`src/logic/foc_trig_pkg.sv`:
```
`default_nettype none

package foc_trig_pkg;

    // 256 steps per electrical turn
    typedef logic [7:0] theta_t;

    typedef logic signed [15:0] sine_t;

    // sin((i + 0.5) * 90deg / 64) * 32767
    localparam sine_t SINE_QUARTER [0:63] = '{
        16'sd402,   16'sd1206,  16'sd2009,  16'sd2811,
        16'sd3612,  16'sd4410,  16'sd5205,  16'sd5998,
        16'sd6786,  16'sd7571,  16'sd8351,  16'sd9126,
        16'sd9896,  16'sd10659, 16'sd11417, 16'sd12167,
        16'sd12910, 16'sd13645, 16'sd14372, 16'sd15090,
        16'sd15800, 16'sd16499, 16'sd17189, 16'sd17869,
        16'sd18537, 16'sd19195, 16'sd19841, 16'sd20475,
        16'sd21096, 16'sd21705, 16'sd22301, 16'sd22884,
        16'sd23452, 16'sd24007, 16'sd24547, 16'sd25072,
        16'sd25582, 16'sd26077, 16'sd26556, 16'sd27019,
        16'sd27466, 16'sd27896, 16'sd28310, 16'sd28706,
        16'sd29085, 16'sd29447, 16'sd29791, 16'sd30117,
        16'sd30424, 16'sd30714, 16'sd30985, 16'sd31237,
        16'sd31470, 16'sd31685, 16'sd31880, 16'sd32057,
        16'sd32213, 16'sd32351, 16'sd32469, 16'sd32567,
        16'sd32646, 16'sd32705, 16'sd32745, 16'sd32765
    };

    function automatic sine_t sin_q15(input theta_t theta);
        logic [5:0] idx;
        sine_t mag;
        // Second and fourth quadrants run the table backwards
        idx = theta[6] ? ~theta[5:0] : theta[5:0];
        mag = SINE_QUARTER[idx];
        return theta[7] ? -mag : mag; // Lower half-turn is negative
    endfunction

    function automatic sine_t cos_q15(input theta_t theta);
        theta_t shifted;
        shifted = theta + theta_t'(64); // Quarter turn ahead
        return sin_q15(shifted);
    endfunction

endpackage

`default_nettype wire

```
`src/logic/foc_types_pkg.sv`:
```
`default_nettype none

package foc_types_pkg;

    // Q15 phase and alpha/beta currents
    typedef logic signed [15:0] current_t;

    // d/q command in, alpha/beta voltage out
    typedef logic signed [15:0] voltage_t;

    // Full 16x16 product and the sum of two products
    typedef logic signed [31:0] product_t;
    typedef logic signed [32:0] acc_t;

    // Rotator item kind
    typedef logic [0:0] path_t;

    localparam path_t MEAS_PATH = 1'b0; // forward Park
    localparam path_t CMD_PATH = 1'b1;  // inverse Park

    localparam int Q15_SHIFT = 15;
    localparam int Q15_HALF = 1 << (Q15_SHIFT - 1); // Rounding offset
    localparam int Q15_MAX = 32767;
    localparam int Q15_MIN = -32768;

    // 1/sqrt(3) in Q15
    localparam int INV_SQRT3_Q15 = 18919;

endpackage

`default_nettype wire

```
`src/logic/ab_stream_if.sv`:
```
`timescale 1ns/1ps
`default_nettype none

interface ab_stream_if;
    import foc_types_pkg::*;
    import foc_trig_pkg::*;

    current_t a;
    current_t b;
    theta_t   theta;
    path_t    channel;
    logic     valid;
    logic     ready;

    modport source (
        output a, b, theta, channel, valid,
        input  ready
    );

    modport sink (
        input  a, b, theta, channel, valid,
        output ready
    );

endinterface

`default_nettype wire

```
`src/logic/clarke_transform.sv`:
```
`timescale 1ns/1ps
`default_nettype none

module clarke_transform (
        input  wire                        clk,
        input  wire                        reset,
        input  wire foc_trig_pkg::theta_t  theta,
        ab_stream_if.sink                  uv,
        ab_stream_if.source                ab
    );
    import foc_types_pkg::*;
    import foc_trig_pkg::*;

    localparam logic signed [17:0] COEF = 18'(INV_SQRT3_Q15);

    logic signed [17:0] sum_uv;
    logic signed [35:0] beta_full;
    logic signed [35:0] beta_rnd;
    current_t           beta;

    current_t ab_a;
    current_t ab_b;
    theta_t   ab_theta;
    logic     ab_valid;
    logic     accept;

    // beta = (U + 2V) / sqrt(3)
    assign sum_uv = 18'(uv.a) + 18'(uv.b) + 18'(uv.b);
    assign beta_full = sum_uv * COEF;
    assign beta_rnd = (beta_full + 36'(Q15_HALF)) >>> Q15_SHIFT;

    always_comb begin
        if (beta_rnd > 36'(Q15_MAX))
            beta = current_t'(Q15_MAX);
        else if (beta_rnd < 36'(Q15_MIN))
            beta = current_t'(Q15_MIN);
        else
            beta = current_t'(beta_rnd);
    end

    // Empty or draining this edge
    assign uv.ready = !ab_valid || ab.ready;
    assign accept = uv.valid && uv.ready;

    always_ff @(posedge clk or posedge reset) begin
        if (reset)
            ab_valid <= 1'b0;
        else if (uv.ready)
            ab_valid <= uv.valid;
    end

    always_ff @(posedge clk) begin
        if (accept) begin
            ab_a <= uv.a; // alpha is U itself
            ab_b <= beta;
            ab_theta <= theta; // Angle that belongs to this pair
        end
    end

    assign ab.a = ab_a;
    assign ab.b = ab_b;
    assign ab.theta = ab_theta;
    assign ab.channel = MEAS_PATH;
    assign ab.valid = ab_valid;

endmodule

`default_nettype wire

```
`src/flat_wrapper.sv`:
```
// flat-port wrapper written by rule: the top's interface ports become plain ports
module clarke_transform_flat import foc_types_pkg::*; import foc_trig_pkg::*;
  (clk, reset, theta, uv_a, uv_b, uv_theta, uv_channel, uv_valid, uv_ready, ab_a, ab_b, ab_theta, ab_channel, ab_valid, ab_ready);
  ab_stream_if uv_i ();
  ab_stream_if ab_i ();
  input  wire clk;
  input  wire reset;
  input  wire foc_trig_pkg::theta_t theta;
  input wire logic [$bits(uv_i.a)-1:0] uv_a;
  input wire logic [$bits(uv_i.b)-1:0] uv_b;
  input wire logic [$bits(uv_i.theta)-1:0] uv_theta;
  input wire logic [$bits(uv_i.channel)-1:0] uv_channel;
  input wire logic [$bits(uv_i.valid)-1:0] uv_valid;
  output wire logic [$bits(uv_i.ready)-1:0] uv_ready;
  output wire logic [$bits(ab_i.a)-1:0] ab_a;
  output wire logic [$bits(ab_i.b)-1:0] ab_b;
  output wire logic [$bits(ab_i.theta)-1:0] ab_theta;
  output wire logic [$bits(ab_i.channel)-1:0] ab_channel;
  output wire logic [$bits(ab_i.valid)-1:0] ab_valid;
  input wire logic [$bits(ab_i.ready)-1:0] ab_ready;
  assign uv_i.a = uv_a;
  assign uv_i.b = uv_b;
  assign uv_i.theta = uv_theta;
  assign uv_i.channel = uv_channel;
  assign uv_i.valid = uv_valid;
  assign uv_ready = uv_i.ready;
  assign ab_a = ab_i.a;
  assign ab_b = ab_i.b;
  assign ab_theta = ab_i.theta;
  assign ab_channel = ab_i.channel;
  assign ab_valid = ab_i.valid;
  assign ab_i.ready = ab_ready;
  clarke_transform u_core (.clk(clk), .reset(reset), .theta(theta), .uv(uv_i), .ab(ab_i));
endmodule
```
`config.mk`:
```
export PLATFORM = sky130hd
export DESIGN_NAME = clarke_transform_flat
export DESIGN_NICKNAME = d
export VERILOG_FILES = /design/src/logic/foc_trig_pkg.sv /design/src/logic/foc_types_pkg.sv /design/src/logic/ab_stream_if.sv /design/src/logic/clarke_transform.sv /design/src/flat_wrapper.sv
export SDC_FILE = /design/constraint.sdc
export NUM_CORES = 1
export LEC_CHECK = 0
export CORE_UTILIZATION = 23
export CTS_CLUSTER_SIZE = 40
export DETAILED_ROUTE_END_ITERATION = 7
export DONT_BUFFER_PORTS = 1
export GPL_ROUTABILITY_DRIVEN = 0
export GPL_TIMING_DRIVEN = 0
export HOLD_SLACK_MARGIN = 0.15
export PLACE_DENSITY_LB_ADDON = 0.1
export SLEW_MARGIN = 10
export SYNTH_ARGS = -nofsm -noshare
export SYNTH_HDL_FRONTEND = slang
export SYNTH_SLANG_ARGS = --single-unit
export TNS_END_PERCENT = 20
```
`constraint.sdc`:
```
create_clock -name clk -period 3 [get_ports clk]
set_clock_uncertainty 0.15 [all_clocks]
set_input_delay 0.6 -clock clk [delete_from_list [all_inputs] [get_ports clk]]
set_output_delay 0.6 -clock clk [all_outputs]
set_load 0.01 [all_outputs]
```
---- After elaboration in Yosys (flattened, before gate mapping) ----
Cells that the tools add are included.
word-level totals
  register bits after elaboration ......... 41
  bits of input ports ..................... 53
  output and inout port bits .............. 43
  logic and storage cells ................. 14
cells by class
  add/sub/neg operators ................... 3
  multiply operators ...................... 1
  $lt $le $gt $ge ......................... 2
  mux-type cells .......................... 1
  reduce and logical (&&, ||, !) cells .... 3
operators with widths
  kind                                                                     number
  34-bit by 16-bit adder with 35-bit output (second input constant)        1
  18-bit by 16-bit multiplier with 34-bit output (second input constant)   1
  21-bit by 16-bit > comparator with 1-bit output (second input constant)  1
  21-bit by 16-bit < comparator with 1-bit output (second input constant)  1
  17-bit by 16-bit adder with 18-bit output                                1
  16-bit by 16-bit adder with 17-bit output                                1
  16-bit 2-to-1 mux                                                        1
  1-bit logical AND                                                        1
  1-bit zero test                                                          1
  1-bit logical OR                                                         1

---- Depth between registers and ports, before layout ----
  depth after elaboration ................. 6
  mapped depth ............................ 33
  depth with buffers taken out ............ 32

---- Worst setup path before layout ----
No wires, ideal clock.
  kind .................................... input port to flip-flop
  start ................................... input uv_b[0]
  end ..................................... register u_core.ab_b[10] (netlist: u_core.ab.b[10]) (data pin)
  library setup time ...................... 0.128 ns
  data arrival time ....................... 7.831 ns
  required time ........................... 2.722 ns
  slack ................................... -5.110 ns
  stages on the path ...................... 32
  path buffers ............................ 4
  path through ............................ ha_1 > inv_1 > fa_1 > nor2b_1 > o31a_1 > o211ai_2 > nand2_2 > o21bai_4 > buf_2 > buf_2 > ha_1 > clkbuf_1 > inv_1 > fa_1 > fa_1 > inv_1 > fa_1 > fa_1 > inv_1 > fa_1 > inv_1 > ha_1 > nand3_1 > nor2_1 > a2111oi_4 > a21boi_1 > or2_2 > a31oi_1 > nand2_1 > o311ai_4 > buf_6 > a21o_1
between the ends
  word-level cells in the longest chain between the ends .. 6
  elaborated cells between the ends (all ways) .. 7
  those cells by class .................... 3 x add/sub; 1 x mul; 2 x order compare; 1 x mux
ends and longest elaborated chain
  what                                                line                    RTL
  start, declared                                     flat_wrapper.sv:10      input wire logic [$bits(uv_i.b)-1:0] uv_b;
  16-bit by 16-bit adder with 17-bit output           clarke_transform.sv:28  assign sum_uv = 18'(uv.a) + 18'(uv.b) + 18'(uv.b);
  17-bit by 16-bit adder with 18-bit output (*)       clarke_transform.sv:28
  18-bit by 16-bit multiplier with 34-bit output (*)  clarke_transform.sv:29  assign beta_full = sum_uv * COEF;
  34-bit by 16-bit adder with 35-bit output (*)       clarke_transform.sv:30  assign beta_rnd = (beta_full + 36'(Q15_HALF)) >>> Q15_SHIFT;
  21-bit by 16-bit < comparator with 1-bit output     clarke_transform.sv:35  else if (beta_rnd < 36'(Q15_MIN))
  16-bit 2-to-1 mux                                   clarke_transform.sv:35
  end signal, assigned                                clarke_transform.sv:55  ab_b <= beta;
  end, declared                                       clarke_transform.sv:22  current_t ab_b;
Every way passes the cells marked *; elsewhere a longest branch is shown, timed or not.
A chain may end at the register's enable or synchronous reset.

---- Worst setup path in the final report ----
  start ................................... input uv_a[1]
  end ..................................... register u_core.ab_b[1] (netlist: u_core.ab.b[1]) (data pin)
between the ends
  word-level cells in the longest chain between the ends .. 6
  elaborated cells between the ends (all ways) .. 7
  those cells by class .................... 3 x add/sub; 1 x mul; 2 x order compare; 1 x mux
ends and longest elaborated chain
  what                                                line                    RTL
  start, declared                                     flat_wrapper.sv:9       input wire logic [$bits(uv_i.a)-1:0] uv_a;
  16-bit by 16-bit adder with 17-bit output (*)       clarke_transform.sv:28
  17-bit by 16-bit adder with 18-bit output (*)       clarke_transform.sv:28
  18-bit by 16-bit multiplier with 34-bit output (*)  clarke_transform.sv:29
  34-bit by 16-bit adder with 35-bit output (*)       clarke_transform.sv:30
  21-bit by 16-bit < comparator with 1-bit output     clarke_transform.sv:35
  16-bit 2-to-1 mux                                   clarke_transform.sv:35
Marked as above.

==> flow_summary.toml <==
[run_status]
status = "finished, violations left"
violations = "setup timing"

[die]
rows = 70
die-height_um = 196.7
die_w_um = 196.7
dieArea_mm2 = 0.03869
ioPinCount = 96
start_util = 0.2359
coreArea_mm2 = 0.03696

[drt]
routed_wl_mm = 25.11
dr.pass1.iters = 4
vias_per_cell = 4.259
drc = 0
wl_per_cell_um = 16.78
vias = 6372
drt_iter0_drc = 161
drtAntennaViolNets = 0

[run]
drv_cap = 0

[yosys]
synth_flop_cell = "edfxtp_1"
syn_nets = 1229
synth-seq-area-share = 0.1406
synth_area_per_cell_um2 = 9.476
postSynth.asyncResetShare = 0.02439
syn-cell-area_mm2 = 0.008718
synth_cell_types = 80
synth-seq-cells = 41
yosysWarnings = 0
syn_inst = 920
synth_edf_count = 40

[finish]
antenna_cells = 0
nFillCells = 3952
final_cell_mix = "227 x inv_1, 121 x ha_1, 97 x fa_1"
utilization = 0.3017
drive_gt1_frac = 0.2228
layout_commonest_cell = "inv_1"
final_nets = 1300
syn_to_final_growth_pct = 27.88

[clock_network]
cts.clk_slew.worst_paths_ns = 0.06
clock-root-buffer = "clkbuf_16"
clock-sinks = 41
cts_buffers = 5
clock_latency_ns = 0.28
clockBufferDepth = 2
htree_levels = 2
cts_tree = "done"

[critical_path]
rrSetupSlack_ns = 1.20
r2r-start = "u_core.ab.valid"
crit_top_cell = "inv_2"
critical-path-slowest-cell = "fa_1"
critPathMaxFanout = 5
r2r-end = "u_core.ab.b[5]"
crit_arrival_ns = 7.67
endpoint_kind = "register"
max_stage_delay_ns = 0.56
setup.worst_path.class = "primary input to register"
crit_path_start_kind = "primary input"
worst_path_dominant_cell_family = "adder cells"
r2r_cells = 3
cp_data_required_time_ns = 3.00
cp_num_buf_inv = 9

[placed_design]
dp_hpwl_mm = 21.31
port_buffers = 0

[timing]
fin_ws_ns = -4.662
max_freq_mhz = 130.5
worstMarginPinSlew_ns = 1.026
drv_slew = 0
rsz0062_at_grt = "yes"
post-route-period-util = 2.554
relSlewSlack = 0.3109
finalHoldViolCount = 0
min_period_ns = 7.662
setup_violations = 16

[grt]
grt_pass1_vias = 6926
grt_overflow = 0
grt_max_degree = 24
grt_pass1_wl_mm = 39.56
grt_use_total = 0.1350
antenna_found_initial = 0

[min_path]
holdPathEnd = "u_core.ab.a[15]"
hold_path_class = "primary input to register"
hold_start = "uv_a[15]"
hold_depth = 0
area by class of cell:
type	instances	area, µm²	share of cell area
repair buffers	66	649.4	0.05824
clock inverters	3	46.29	0.004152
well taps	504	630.6	0.05656
inverters	239	899.6	0.08069
multi-input cells	620	7427	0.6661
plain buffers	18	145.1	0.01302
clock buffers	5	125.1	0.01122
flip-flops and latches	41	1226	0.1100
per-layer routing:
layer | vias up | share of wire | track usage
met5 | - | 0 | 0
li1 | 3151 | - | -
met3 | 20 | 0.030 | 0.01420
met2 | 90 | 0.51 | 0.2432
met1 | 3111 | 0.45 | 0.1761
met4 | 0 | 0.016 | 0.02125
what timing repair did:
action | CTS | global route
gates cloned | 3 | 0
buffers inserted | 42 | 19
setup endpoints to repair | 16 | 16
resized for setup | 81 | 53
pin swaps | 46 | 49
endpoints found under the hold margin | 1 | 0
hold buffers | 1 | 0
sequential cells by signal, summed over array words and instances, names as in the netlist:
name	flops
u_core.ab.theta	8
u_core.ab.valid	1
u_core.ab.b	16
u_core.ab.a	16
synthesized netlist by cell type (all sizes together) (4+ instances only):
| master | count | area, µm² |
|---|---|---|
| o211ai | 5 | 42.54 |
| nand3 | 11 | 55.05 |
| fa | 107 | 2142 |
| o21a | 7 | 52.55 |
| inv | 239 | 899.6 |
| edfxtp | 40 | 1201 |
| nor2 | 30 | 112.6 |
| nor2b | 7 | 43.79 |
| nand2b | 7 | 43.79 |
| and3 | 4 | 25.02 |
| o22ai | 5 | 31.28 |
| a21oi | 45 | 251.5 |
| and2 | 8 | 50.05 |
| nand3b | 4 | 30.03 |
| buf | 10 | 70.06 |
| clkbuf | 10 | 37.54 |
| nor3 | 13 | 65.06 |
| nand4 | 10 | 62.56 |
| a21o | 23 | 172.7 |
| ha | 149 | 1864 |
| xor2 | 20 | 182.7 |
| o21ai | 26 | 137.6 |
| nor4 | 5 | 52.55 |
| a211oi | 7 | 52.55 |
| xnor2 | 38 | 332.8 |
| mux2i | 6 | 60.06 |
| nand2 | 32 | 122.6 |
cells by family (layout without fill, tap and decap cells):
family / count (synthesis) / after routing / share of synthesized area
compound gates: 153 / 153 / 0.1276
xor+xnor: 58 / 58 / 0.05913
fa+ha+maj: 256 / 256 / 0.4595
buf+inv: 259 / 331 / 0.1155
flops: 41 / 41 / 0.1406
mux: 8 / 8 / 0.009472
other cells: 1 / 1 / 0.0004301
simple gates: 144 / 144 / 0.08769
stage by stage:
step | area, µm² | std cells | setup TNS [ns] | setup slack, ns | hold slack, ns
finish | 11150 | 1496 | -73.76 | -4.662 | 0.2540
detailed placement | 9649 | 1425 | -93.89 | -5.958 | 0.1817
CTS | 10760 | 1478 | -74.05 | -4.675 | 0.2458
global route | 11150 | 1496 | -78.94 | -4.979 | 0.2393
global placement | 9620 | 1424 | -94.08 | -5.971 | 0.1811
floorplan | 8990 | 920 | -69.26 | -4.391 | 0.1787
worst max path at each step:
stage / to / from / slack [ns] / cells past startpoint
after CTS: u_core.ab.b[7] / uv_b[0] / -4.68 / 30
after global placement: u_core.ab.b[10] / uv_b[0] / -5.97 / 30
final: u_core.ab.b[1] / uv_a[1] / -4.66 / 34
after global routing: u_core.ab.b[14] / uv_a[1] / -4.98 / 32
after detailed placement: u_core.ab.b[14] / uv_b[0] / -5.96 / 30
after floorplan: u_core.ab.b[12] / uv_b[0] / -4.39 / 32
Power is not shown: default switching activity piles up to over one toggle a cycle in this logic, so the estimate is an artifact.
