===== src/logic/foc_trig_pkg.sv =====
`default_nettype none

package foc_trig_pkg;

    // 256 steps per electrical turn
    typedef logic [7:0] theta_t;

    typedef logic signed [15:0] sine_t;

    // sin((i + 0.5) * 90deg / 64) * 32767
    localparam sine_t SINE_QUARTER [0:63] = '{
        16'sd402,   16'sd1206,  16'sd2009,  16'sd2811,
        16'sd3612,  16'sd4410,  16'sd5205,  16'sd5998,
        16'sd6786,  16'sd7571,  16'sd8351,  16'sd9126,
        16'sd9896,  16'sd10659, 16'sd11417, 16'sd12167,
        16'sd12910, 16'sd13645, 16'sd14372, 16'sd15090,
        16'sd15800, 16'sd16499, 16'sd17189, 16'sd17869,
        16'sd18537, 16'sd19195, 16'sd19841, 16'sd20475,
        16'sd21096, 16'sd21705, 16'sd22301, 16'sd22884,
        16'sd23452, 16'sd24007, 16'sd24547, 16'sd25072,
        16'sd25582, 16'sd26077, 16'sd26556, 16'sd27019,
        16'sd27466, 16'sd27896, 16'sd28310, 16'sd28706,
        16'sd29085, 16'sd29447, 16'sd29791, 16'sd30117,
        16'sd30424, 16'sd30714, 16'sd30985, 16'sd31237,
        16'sd31470, 16'sd31685, 16'sd31880, 16'sd32057,
        16'sd32213, 16'sd32351, 16'sd32469, 16'sd32567,
        16'sd32646, 16'sd32705, 16'sd32745, 16'sd32765
    };

    function automatic sine_t sin_q15(input theta_t theta);
        logic [5:0] idx;
        sine_t mag;
        // Second and fourth quadrants run the table backwards
        idx = theta[6] ? ~theta[5:0] : theta[5:0];
        mag = SINE_QUARTER[idx];
        return theta[7] ? -mag : mag; // Lower half-turn is negative
    endfunction

    function automatic sine_t cos_q15(input theta_t theta);
        theta_t shifted;
        shifted = theta + theta_t'(64); // Quarter turn ahead
        return sin_q15(shifted);
    endfunction

endpackage

`default_nettype wire


===== src/logic/foc_types_pkg.sv =====
`default_nettype none

package foc_types_pkg;

    // Q15 phase and alpha/beta currents
    typedef logic signed [15:0] current_t;

    // d/q command in, alpha/beta voltage out
    typedef logic signed [15:0] voltage_t;

    // Full 16x16 product and the sum of two products
    typedef logic signed [31:0] product_t;
    typedef logic signed [32:0] acc_t;

    // Rotator item kind
    typedef logic [0:0] path_t;

    localparam path_t MEAS_PATH = 1'b0; // forward Park
    localparam path_t CMD_PATH = 1'b1;  // inverse Park

    localparam int Q15_SHIFT = 15;
    localparam int Q15_HALF = 1 << (Q15_SHIFT - 1); // Rounding offset
    localparam int Q15_MAX = 32767;
    localparam int Q15_MIN = -32768;

    // 1/sqrt(3) in Q15
    localparam int INV_SQRT3_Q15 = 18919;

endpackage

`default_nettype wire


===== src/logic/ab_stream_if.sv =====
`timescale 1ns/1ps
`default_nettype none

interface ab_stream_if;
    import foc_types_pkg::*;
    import foc_trig_pkg::*;

    current_t a;
    current_t b;
    theta_t   theta;
    path_t    channel;
    logic     valid;
    logic     ready;

    modport source (
        output a, b, theta, channel, valid,
        input  ready
    );

    modport sink (
        input  a, b, theta, channel, valid,
        output ready
    );

endinterface

`default_nettype wire


===== src/logic/current_mux.sv =====
`timescale 1ns/1ps
`default_nettype none

module current_mux (
        input  wire                       clk,
        input  wire                       reset,
        input  wire foc_types_pkg::current_t u_data,
        input  wire                       u_valid,
        input  wire foc_types_pkg::current_t v_data,
        input  wire                       v_valid,
        ab_stream_if.source               pair
    );
    import foc_types_pkg::*;

    current_t u_hold;
    current_t v_hold;
    logic     u_avail;
    logic     v_avail;
    logic     take;

    assign take = pair.valid && pair.ready;

    // A sample on the taking edge sets its flag again
    always_ff @(posedge clk or posedge reset) begin
        if (reset) begin
            u_avail <= 1'b0;
            v_avail <= 1'b0;
        end else begin
            if (u_valid) u_avail <= 1'b1;
            else if (take) u_avail <= 1'b0;
            if (v_valid) v_avail <= 1'b1;
            else if (take) v_avail <= 1'b0;
        end
    end

    always_ff @(posedge clk) begin
        if (u_valid) u_hold <= u_data; // Latest sample wins
        if (v_valid) v_hold <= v_data;
    end

    assign pair.a = u_hold;
    assign pair.b = v_hold;
    assign pair.theta = '0;
    assign pair.channel = MEAS_PATH;
    assign pair.valid = u_avail && v_avail;

    // Stalled pair holds unless a fresh sample replaces it
    a_pair_hold: assert property (@(posedge clk) disable iff (reset)
        pair.valid && !pair.ready && !u_valid && !v_valid
        |=> pair.valid && $stable(pair.a) && $stable(pair.b))
        else $error("current pair changed while stalled");

endmodule

`default_nettype wire


===== src/flat_wrapper.sv =====
// flat-port wrapper written by rule: the top's interface ports become plain ports
module current_mux_flat import foc_types_pkg::*;
  (clk, reset, u_data, u_valid, v_data, v_valid, pair_a, pair_b, pair_theta, pair_channel, pair_valid, pair_ready);
  ab_stream_if pair_i ();
  input  wire clk;
  input  wire reset;
  input  wire foc_types_pkg::current_t u_data;
  input  wire u_valid;
  input  wire foc_types_pkg::current_t v_data;
  input  wire v_valid;
  output wire logic [$bits(pair_i.a)-1:0] pair_a;
  output wire logic [$bits(pair_i.b)-1:0] pair_b;
  output wire logic [$bits(pair_i.theta)-1:0] pair_theta;
  output wire logic [$bits(pair_i.channel)-1:0] pair_channel;
  output wire logic [$bits(pair_i.valid)-1:0] pair_valid;
  input wire logic [$bits(pair_i.ready)-1:0] pair_ready;
  assign pair_a = pair_i.a;
  assign pair_b = pair_i.b;
  assign pair_theta = pair_i.theta;
  assign pair_channel = pair_i.channel;
  assign pair_valid = pair_i.valid;
  assign pair_i.ready = pair_ready;
  current_mux u_core (.clk(clk), .reset(reset), .u_data(u_data), .u_valid(u_valid), .v_data(v_data), .v_valid(v_valid), .pair(pair_i));
endmodule

===== config.mk =====
export PLATFORM = sky130hd
export DESIGN_NAME = current_mux_flat
export DESIGN_NICKNAME = d
export VERILOG_FILES = /design/src/logic/foc_trig_pkg.sv /design/src/logic/foc_types_pkg.sv /design/src/logic/ab_stream_if.sv /design/src/logic/current_mux.sv /design/src/flat_wrapper.sv
export SDC_FILE = /design/constraint.sdc
export NUM_CORES = 1
export LEC_CHECK = 0
export ABC_CLOCK_PERIOD_IN_PS = 1100
export BUFFER_PORTS_ARGS = -buffer_cell sky130_fd_sc_hd__buf_2
export CELL_PAD_IN_SITES_DETAIL_PLACEMENT = 0
export CELL_PAD_IN_SITES_GLOBAL_PLACEMENT = 1
export CORE_MARGIN = 5
export CORE_UTILIZATION = 34
export CTS_BUF_LIST = sky130_fd_sc_hd__clkbuf_8
export DETAILED_ROUTE_END_ITERATION = 7
export HOLD_SLACK_MARGIN = 0.02
export PLACE_DENSITY = 0.94
export SYNTH_ARGS = -nofsm -noshare
export SYNTH_HDL_FRONTEND = slang
export SYNTH_SLANG_ARGS = --single-unit

===== constraint.sdc =====
create_clock -name clk -period 1.1 [get_ports clk]
set_input_delay 0.165 -clock clk [delete_from_list [all_inputs] [get_ports clk]]
set_output_delay 0.165 -clock clk [all_outputs]
set_load 0.02 [all_outputs]

**Word level (Yosys, flattened, before mapping)**

Index checks and enable logic that the tools add are counted.

- Bits in registers: 34
- Input bits: 37
- Logic and storage cells: 11

- Multiplexer cells: 3
- Reductions and logical operators: 4

Operators by type and width:

| kind | count |
|---|---|
| 2-bit nonzero test | 2 |
| 1-bit two-way mux | 3 |
| 1-bit logical AND | 2 |

**Longest topological paths before layout**

Gate-level depths: netlist of run 1.

- Word-level depth: 4
- Mapped depth: 2
- Depth with buffers taken out: 2

**Worst setup path after synthesis of run 1**

No wires, ideal clock.

- Path kind: register to output
- Start: register u_core.u_avail
- End: output pair_valid
- Data arrival time: 590 ps
- Data required time: 935 ps
- Path slack: 345 ps
- Cell stages (with the launch flop): 2
- Path buffers: 0
- Cell sequence: dfrtp_1 and2_2

- Cells in the longest elaborated chain, start to end: 1

RTL lines:

| item | RTL line | RTL |
|---|---|---|
| start: declaration | current_mux.sv:17 | `logic u_avail;` |
| start signal: assignment | current_mux.sv:26 | `u_avail <= 1'b0;` |
| start signal: assignment | current_mux.sv:29 | `if (u_valid) u_avail <= 1'b1;` |
| start signal: assignment | current_mux.sv:30 | `else if (take) u_avail <= 1'b0;` |
| 1-bit logical AND | current_mux.sv:45 | `assign pair.valid = u_avail && v_avail;` |
| end: declaration | flat_wrapper.sv:15 | `output wire logic [$bits(pair_i.valid)-1:0] pair_valid;` |

No other way between the ends.

**Final worst setup path of run 1**

- Start: register u_core.v_avail
- End: output pair_valid

- Cells in the longest elaborated chain, start to end: 1

RTL lines:

| item | RTL line | RTL |
|---|---|---|
| start: declaration | current_mux.sv:18 | `logic v_avail;` |
| start signal: assignment | current_mux.sv:27 | `v_avail <= 1'b0;` |
| start signal: assignment | current_mux.sv:31 | `if (v_valid) v_avail <= 1'b1;` |
| start signal: assignment | current_mux.sv:32 | `else if (take) v_avail <= 1'b0;` |
| 1-bit logical AND | current_mux.sv:45 |  |

No other way between the ends.

==> reports/qor_table.md, run 1 <==
| Metric | Reported |
|:---|:---|
| Highest clock frequency the design can meet | 0.906 GHz |
| H-tree depth reported by CTS | 2 |
| Crit-path cells | and2_4, buf_6 |
| Sum of buffers and inverters on the critical path | 1 |
| Final period demand of the worst path | 1.10 ns |
| Initial Utilization | 36.0% |
| Clock slew at reported path FFs | 0.06 ns |
| Most common cell after layout, fill and taps aside | sky130_fd_sc_hd__buf_2 |
| Final setup violation count | 1 |
| Failing checks | setup timing |
| Overall Global Routing Usage | 10.3% |
| Clk buf depth | 2 |
| Average wire per cell in the routed design | 13.1 µm |
| Status | finished with violations |
| Core ar. | 3100 µm² |
| Top delay family on crit path | flip-flops |
| Highest-count cells in the layout ignoring fill and taps | 68 x sky130_fd_sc_hd__buf_2, 32 x sky130_fd_sc_hd__edfxtp_1, 9 x sky130_fd_sc_hd__conb_1 |
| Number of hold-slack violations in the final timing report | 0 |
| Fraction of layout cells with a size suffix above 1 | 60.5% |
| Cell types with the largest area share after synthesis | sky130_fd_sc_hd__edfxtp_1 86%, sky130_fd_sc_hd__buf_4 6.1%, sky130_fd_sc_hd__dfrtp_1 4.5% |
| Number of antenna-violating nets in the routed design | 0 |
| Largest area contributor in the synthesized netlist | sky130_fd_sc_hd__edfxtp_1 |
| IO buf count | 69 |
| Global placer's final weighted congestion | 0.647 |
| Kind of critical path | reg -> out |
| Die Footprint | 4530 µm² |
| Pin count of the biggest net entering global routing | 18 |
| Share of the yosys chip area belonging to registers | 90.6% |
| CTS Root Buffer Type | sky130_fd_sc_hd__clkbuf_8 |
| Required @ worst endpoint | 0.94 ns |
| Area fraction of the dominant cell type after synthesis | 86.1% |
| Max-slew violations | 0 |
| CP arrival | 0.94 ns |
| First-pass DRT Iterations | 3 |
| Mean Syn Cell Area | 22.3 µm² |
| Fillers | 291 |
| Kind of launch point of the worst setup path | flip-flop |
| DIE WIDTH | 67.3 µm |
| Largest incremental delay on the critical path | 0.38 ns |
| Antenna violations before repair | 0 |
| Worst-skew pair later-pin latency | 0.28 ns |
| Synthesized cell area | 1120 µm² |
| Type of the most critical hold path | in -> reg |
| Power density normalized to cell area | 1720 nW/µm² |
| Worst IR Drop VDD | 1.19 mV |
| Gr ovfl total | 0 |
| Via count | 673 |
| Count of clock tree sinks | 34 |
| Final Routed Wirelength | 2270 µm |
| Diode count | 0 |
| Row cnt | 20 |
| Clock buffers created by TritonCTS | 5 |
| Vertical die dimension | 67.3 µm |
| Initial DRC count | 6 |
| Final-layout worst hold slack | 0.0589 ns |
| Yosys reg bits | 34 |
| Number of standard cells after synthesis | 50 |
| Relative area change from synthesis to final layout | 42.7% |
| First-pass GRT wire length | 3240 µm |
| Crit end category | primary output |
| RSZ-0062 raised after global routing | yes |
| DRC viols | 0 |
| Area used by multi-input combinational logic | 65.1 µm² |
| Slowest cell on the critical path | sky130_fd_sc_hd__dfrtp_1 |
| Via density | 3.89 |
| Count of yosys warnings during synthesis | 0 |
| Via count of the first global-routing pass | 683 |
| Total power | 2750 µW |
| Storage cell area | 1010 µm² |
| Crit path max fanout | 2 |
| Smallest setup slack after layout | -0.00329 ns |
| Total of max-cap violations | 0 |
| I/O pin count | 79 |
| Final period utilization | 100% |
| Final nets | 165 |
| Maximum clock skew at final layout | 0.0000563 ns |
| Distinct cell type count after synthesis | 8 |
| Total leakage power | 0.000722 µW |
| Clock tree from TritonCTS | built |
-- worst paths after layout --
path,from,to,slack (ns),cells past startpoint
max reg2reg,u_core.v_avail,u_core.u_avail,0.31,3
min in group asynchronous,reset,u_core.v_avail,0.28,3
min,v_data[10],u_core.pair.b[10],0.06,1
max in group asynchronous,reset,u_core.u_avail,0.72,3
max,u_core.v_avail,pair_valid,-0.003,2
min reg2reg,u_core.u_avail,u_core.u_avail,0.60,2
-- power by group --
| part | switching, µW | internal, µW |
|---|---|---|
| sequential | 23.3 | 1530 |
| clock | 399 | 424 |
| combinational | 238 | 133 |
-- routing by layer --
layer | GRT usage (%) | vias to the layer above | wire length [µm]
met2 | 18.7 | 35 | 1330
met3 | 6.16 | 3 | 243
met5 | 0 | - | 0
met4 | 3.80 | 0 | 26
met1 | 9.42 | 316 | 673
li1 | - | 319 | -
-- flip-flops by register name, summed over array words and instances (netlist names) --
register	count
u_core.pair.a	16
u_core.v_avail	1
u_core.pair.b	16
u_core.u_avail	1
-- repair_timing --
item | in CTS | in global routing
setup endpoints to repair | 1 | 1
pin swaps | 1 | 0
setup buffers | 2 | 0
gates resized for setup | 3 | 0
endpoints found under the hold margin | 2 | 0
hold buffers | 1 | 0
-- synth_stat cells (all sizes together) --
| cell | instances |
|---|---|
| and2 | 1 |
| buf | 9 |
| edfxtp | 32 |
| inv | 1 |
| a21o | 2 |
| conb | 1 |
| dfrtp | 2 |
| nand2 | 2 |
-- kinds of logic after synthesis --
| family | share of synthesized area (%) |
|---|---|
| and+or+nand+nor | 1.35 |
| AOI/OAI and AO/OA | 1.34 |
| buffers and inverters | 6.39 |
| DFF | 90.6 |
| other | 0.336 |
-- layout make-up --
cell class                 count  share of cell area [%]
multi-input combinational     14                    4.08
timing repair buffer          72                    23.6
clock inverter                 3                   0.786
sequential                    34                    63.5
tap                           44                    3.46
clock buffer                   5                    4.32
inverter                       1                   0.236
-- metrics by stage --
stage | setup TNS (ns) | setup slack, ns | area, µm² | utilization (%) | cells
after global placement | 0 | 0.234 | 1480 | 47.7 | 162
after floorplan | 0 | 0.345 | 1150 | - | 58
after global routing | -0.0500 | -0.0500 | 1590 | 51.3 | 173
after CTS | -0.0140 | -0.0140 | 1590 | 51.3 | 173
after detailed placement | 0 | 0.228 | 1480 | 47.7 | 162
final | -0.00329 | -0.00329 | 1590 | 51.3 | 173
Power figures use the tool's default switching activity.
==> run 2, diff against run 1 <==
CTS_CLUSTER_DIAMETER = 150   (was unset)
SKIP_CTS_REPAIR_TIMING = 1   (was unset)
==> reports/qor_table.md, run 2 (same netlist as run 1, synthesis figures left out) <==
| Metric | Reported | vs previous |
|:---|:---|:---|
| Status | finished with violations | unchanged |
| Failing checks | setup timing | unchanged |
| Maximum clock skew at final layout | 0.0000541 ns | was 0.0000563 ns |
| Launch point of the worst hold path | v_data[10] | unchanged |
| Origin of the worst setup path | u_core.u_avail | was u_core.v_avail |
| Most common cell after layout, fill and taps aside | sky130_fd_sc_hd__buf_2 | unchanged |
| Total power | 2740 µW | was 2750 µW |
| Overall Global Routing Usage | 10.1% | was 10.3% |
| Relative area change from synthesis to final layout | 42.0% | was 42.7% |
| Worst-skew pair later-pin latency | 0.28 ns | about the same |
| H-tree depth reported by CTS | 2 | unchanged |
| Power density normalized to cell area | 1730 nW/µm² | was 1720 nW/µm² |
| Core ar. | 3100 µm² | unchanged |
| Clock buffers created by TritonCTS | 5 | unchanged |
| Final setup violation count | 1 | unchanged |
| Type of the most critical hold path | in -> reg | unchanged |
| Total leakage power | 0.000718 µW | was 0.000722 µW |
| Number of hold-slack violations in the final timing report | 0 | unchanged |
| Hold Path Cell Cnt | 1 | unchanged |
| Via count of the first global-routing pass | 660 | was 683 |
| Diode count | 0 | unchanged |
| Crit path max fanout | 3 | was 2 |
| Average wire per cell in the routed design | 13.2 µm | was 13.1 µm |
| IO buf count | 69 | unchanged |
| Worst setup slack before clock tree synthesis | 0.228 ns | unchanged |
| Kind of critical path | reg -> out | unchanged |
| Gr ovfl total | 0 | unchanged |
| Launching point of the worst reg2reg path | u_core.u_avail | was u_core.v_avail |
| First-pass GRT wire length | 3150 µm | was 3240 µm |
| Highest clock frequency the design can meet | 0.886 GHz | was 0.906 GHz |
| Final period demand of the worst path | 1.13 ns | was 1.10 ns |
| Number of antenna-violating nets in the routed design | 0 | unchanged |
| RSZ-0062 raised after global routing | yes | unchanged |
| Slowest cell on the critical path | sky130_fd_sc_hd__dfrtp_1 | unchanged |
| Count of clock tree sinks | 34 | unchanged |
| Initial DRC count | 6 | unchanged |
| I/O pin count | 79 | unchanged |
| Worst IR Drop VDD | 1.20 mV | was 1.19 mV |
| Clock slew at reported path FFs | 0.06 ns | about the same |
| Antenna violations before repair | 0 | unchanged |
| Placed insts | 162 | unchanged |
| Required @ worst endpoint | 0.94 ns | about the same |
| Kind of launch point of the worst setup path | flip-flop | unchanged |
| Initial Utilization | 36.0% | unchanged |
| Pin count of the biggest net entering global routing | 18 | unchanged |
| CTS Root Buffer Type | sky130_fd_sc_hd__clkbuf_8 | unchanged |
| Smallest setup slack after layout | -0.0288 ns | was -0.00329 ns |
| Row cnt | 20 | unchanged |
| Die Footprint | 4530 µm² | unchanged |
| Crit end category | primary output | unchanged |
| CP arrival | 0.96 ns | was 0.94 ns |
| Highest-count cells in the layout ignoring fill and taps | 68 x sky130_fd_sc_hd__buf_2, 32 x sky130_fd_sc_hd__edfxtp_1, 9 x sky130_fd_sc_hd__conb_1 | unchanged |
| First-pass DRT Iterations | 3 | unchanged |
| DIE WIDTH | 67.3 µm | unchanged |
| Clk buf depth | 2 | unchanged |
| Fraction of layout cells with a size suffix above 1 | 60.2% | was 60.5% |
| Final period utilization | 103% | was 100% |
| DRC viols | 0 | unchanged |
| Setup slack on the worst flop-to-flop path | 0.31 ns | about the same |
| Final nets | 164 | was 165 |
| Fin cells | 172 | was 173 |
| Crit-path cells | and2_4, buf_6 | unchanged |
| Largest incremental delay on the critical path | 0.40 ns | was 0.38 ns |
| Total of max-cap violations | 0 | unchanged |
| Via density | 3.91 | was 3.89 |
| Via count | 673 | unchanged |
| Length in cells of the worst reg-to-reg path | 2 | was 3 |
| Vertical die dimension | 67.3 µm | unchanged |
| Global placer's final weighted congestion | 0.647 | unchanged |
| Final Routed Wirelength | 2270 µm | unchanged |
| Max-slew violations | 0 | unchanged |
| Clock tree from TritonCTS | built | unchanged |
==> run 2: final cells by class <==
class                      instances  area [µm²]
inverter                           1        3.75
timing repair buffer              71         369
clock inverter                     3        12.5
clock buffer                       5        68.8
tap                               44        55.1
fill                             292        1520
multi-input combinational         14        65.1
sequential                        34        1010
==> run 2: critical path, delay by kind of cell (launching register included) <==
family                 cells  cell delay [ns]
buffers and inverters      1             0.12
and+or+nand+nor            1             0.17
DFF                        1             0.40
==> run 2: where the power goes <==
| group | switching, µW | total (µW) | internal [µW] |
|---|---|---|---|
| clock | 399 | 824 | 424 |
| sequential | 25.1 | 1550 | 1530 |
| combinational | 236 | 365 | 129 |
| total | 660 | 2740 | 2080 |
==> run 2: layer usage <==
metal	global-route usage [%]	share of wire (%)	vias up
met5	0	0	-
met3	6.16	11	3
met4	3.80	1.1	0
li1	-	-	317
met2	18.0	58	35
met1	9.20	30	318
==> run 2: metrics by stage <==
step / hold slack (ns) / cell area, µm² / utilization [%] / setup TNS, ns
finish: 0.0590 / 1590 / 51.1 / -0.0288
global route: 0.0408 / 1590 / 51.1 / -0.0717
CTS: -0.282 / 1560 / 50.3 / -0.0951
detailed placement: 0.0187 / 1480 / 47.7 / 0
global placement: 0.0109 / 1480 / 47.7 / 0
floorplan: -0.0938 / 1150 / - / 0
==> run 2: worst paths after layout <==
path | endpoint
max in group asynchronous | u_core.u_avail
min reg2reg | u_core.v_avail
max | pair_valid
min in group asynchronous | u_core.v_avail
min | u_core.pair.b[10]
max reg2reg | u_core.u_avail
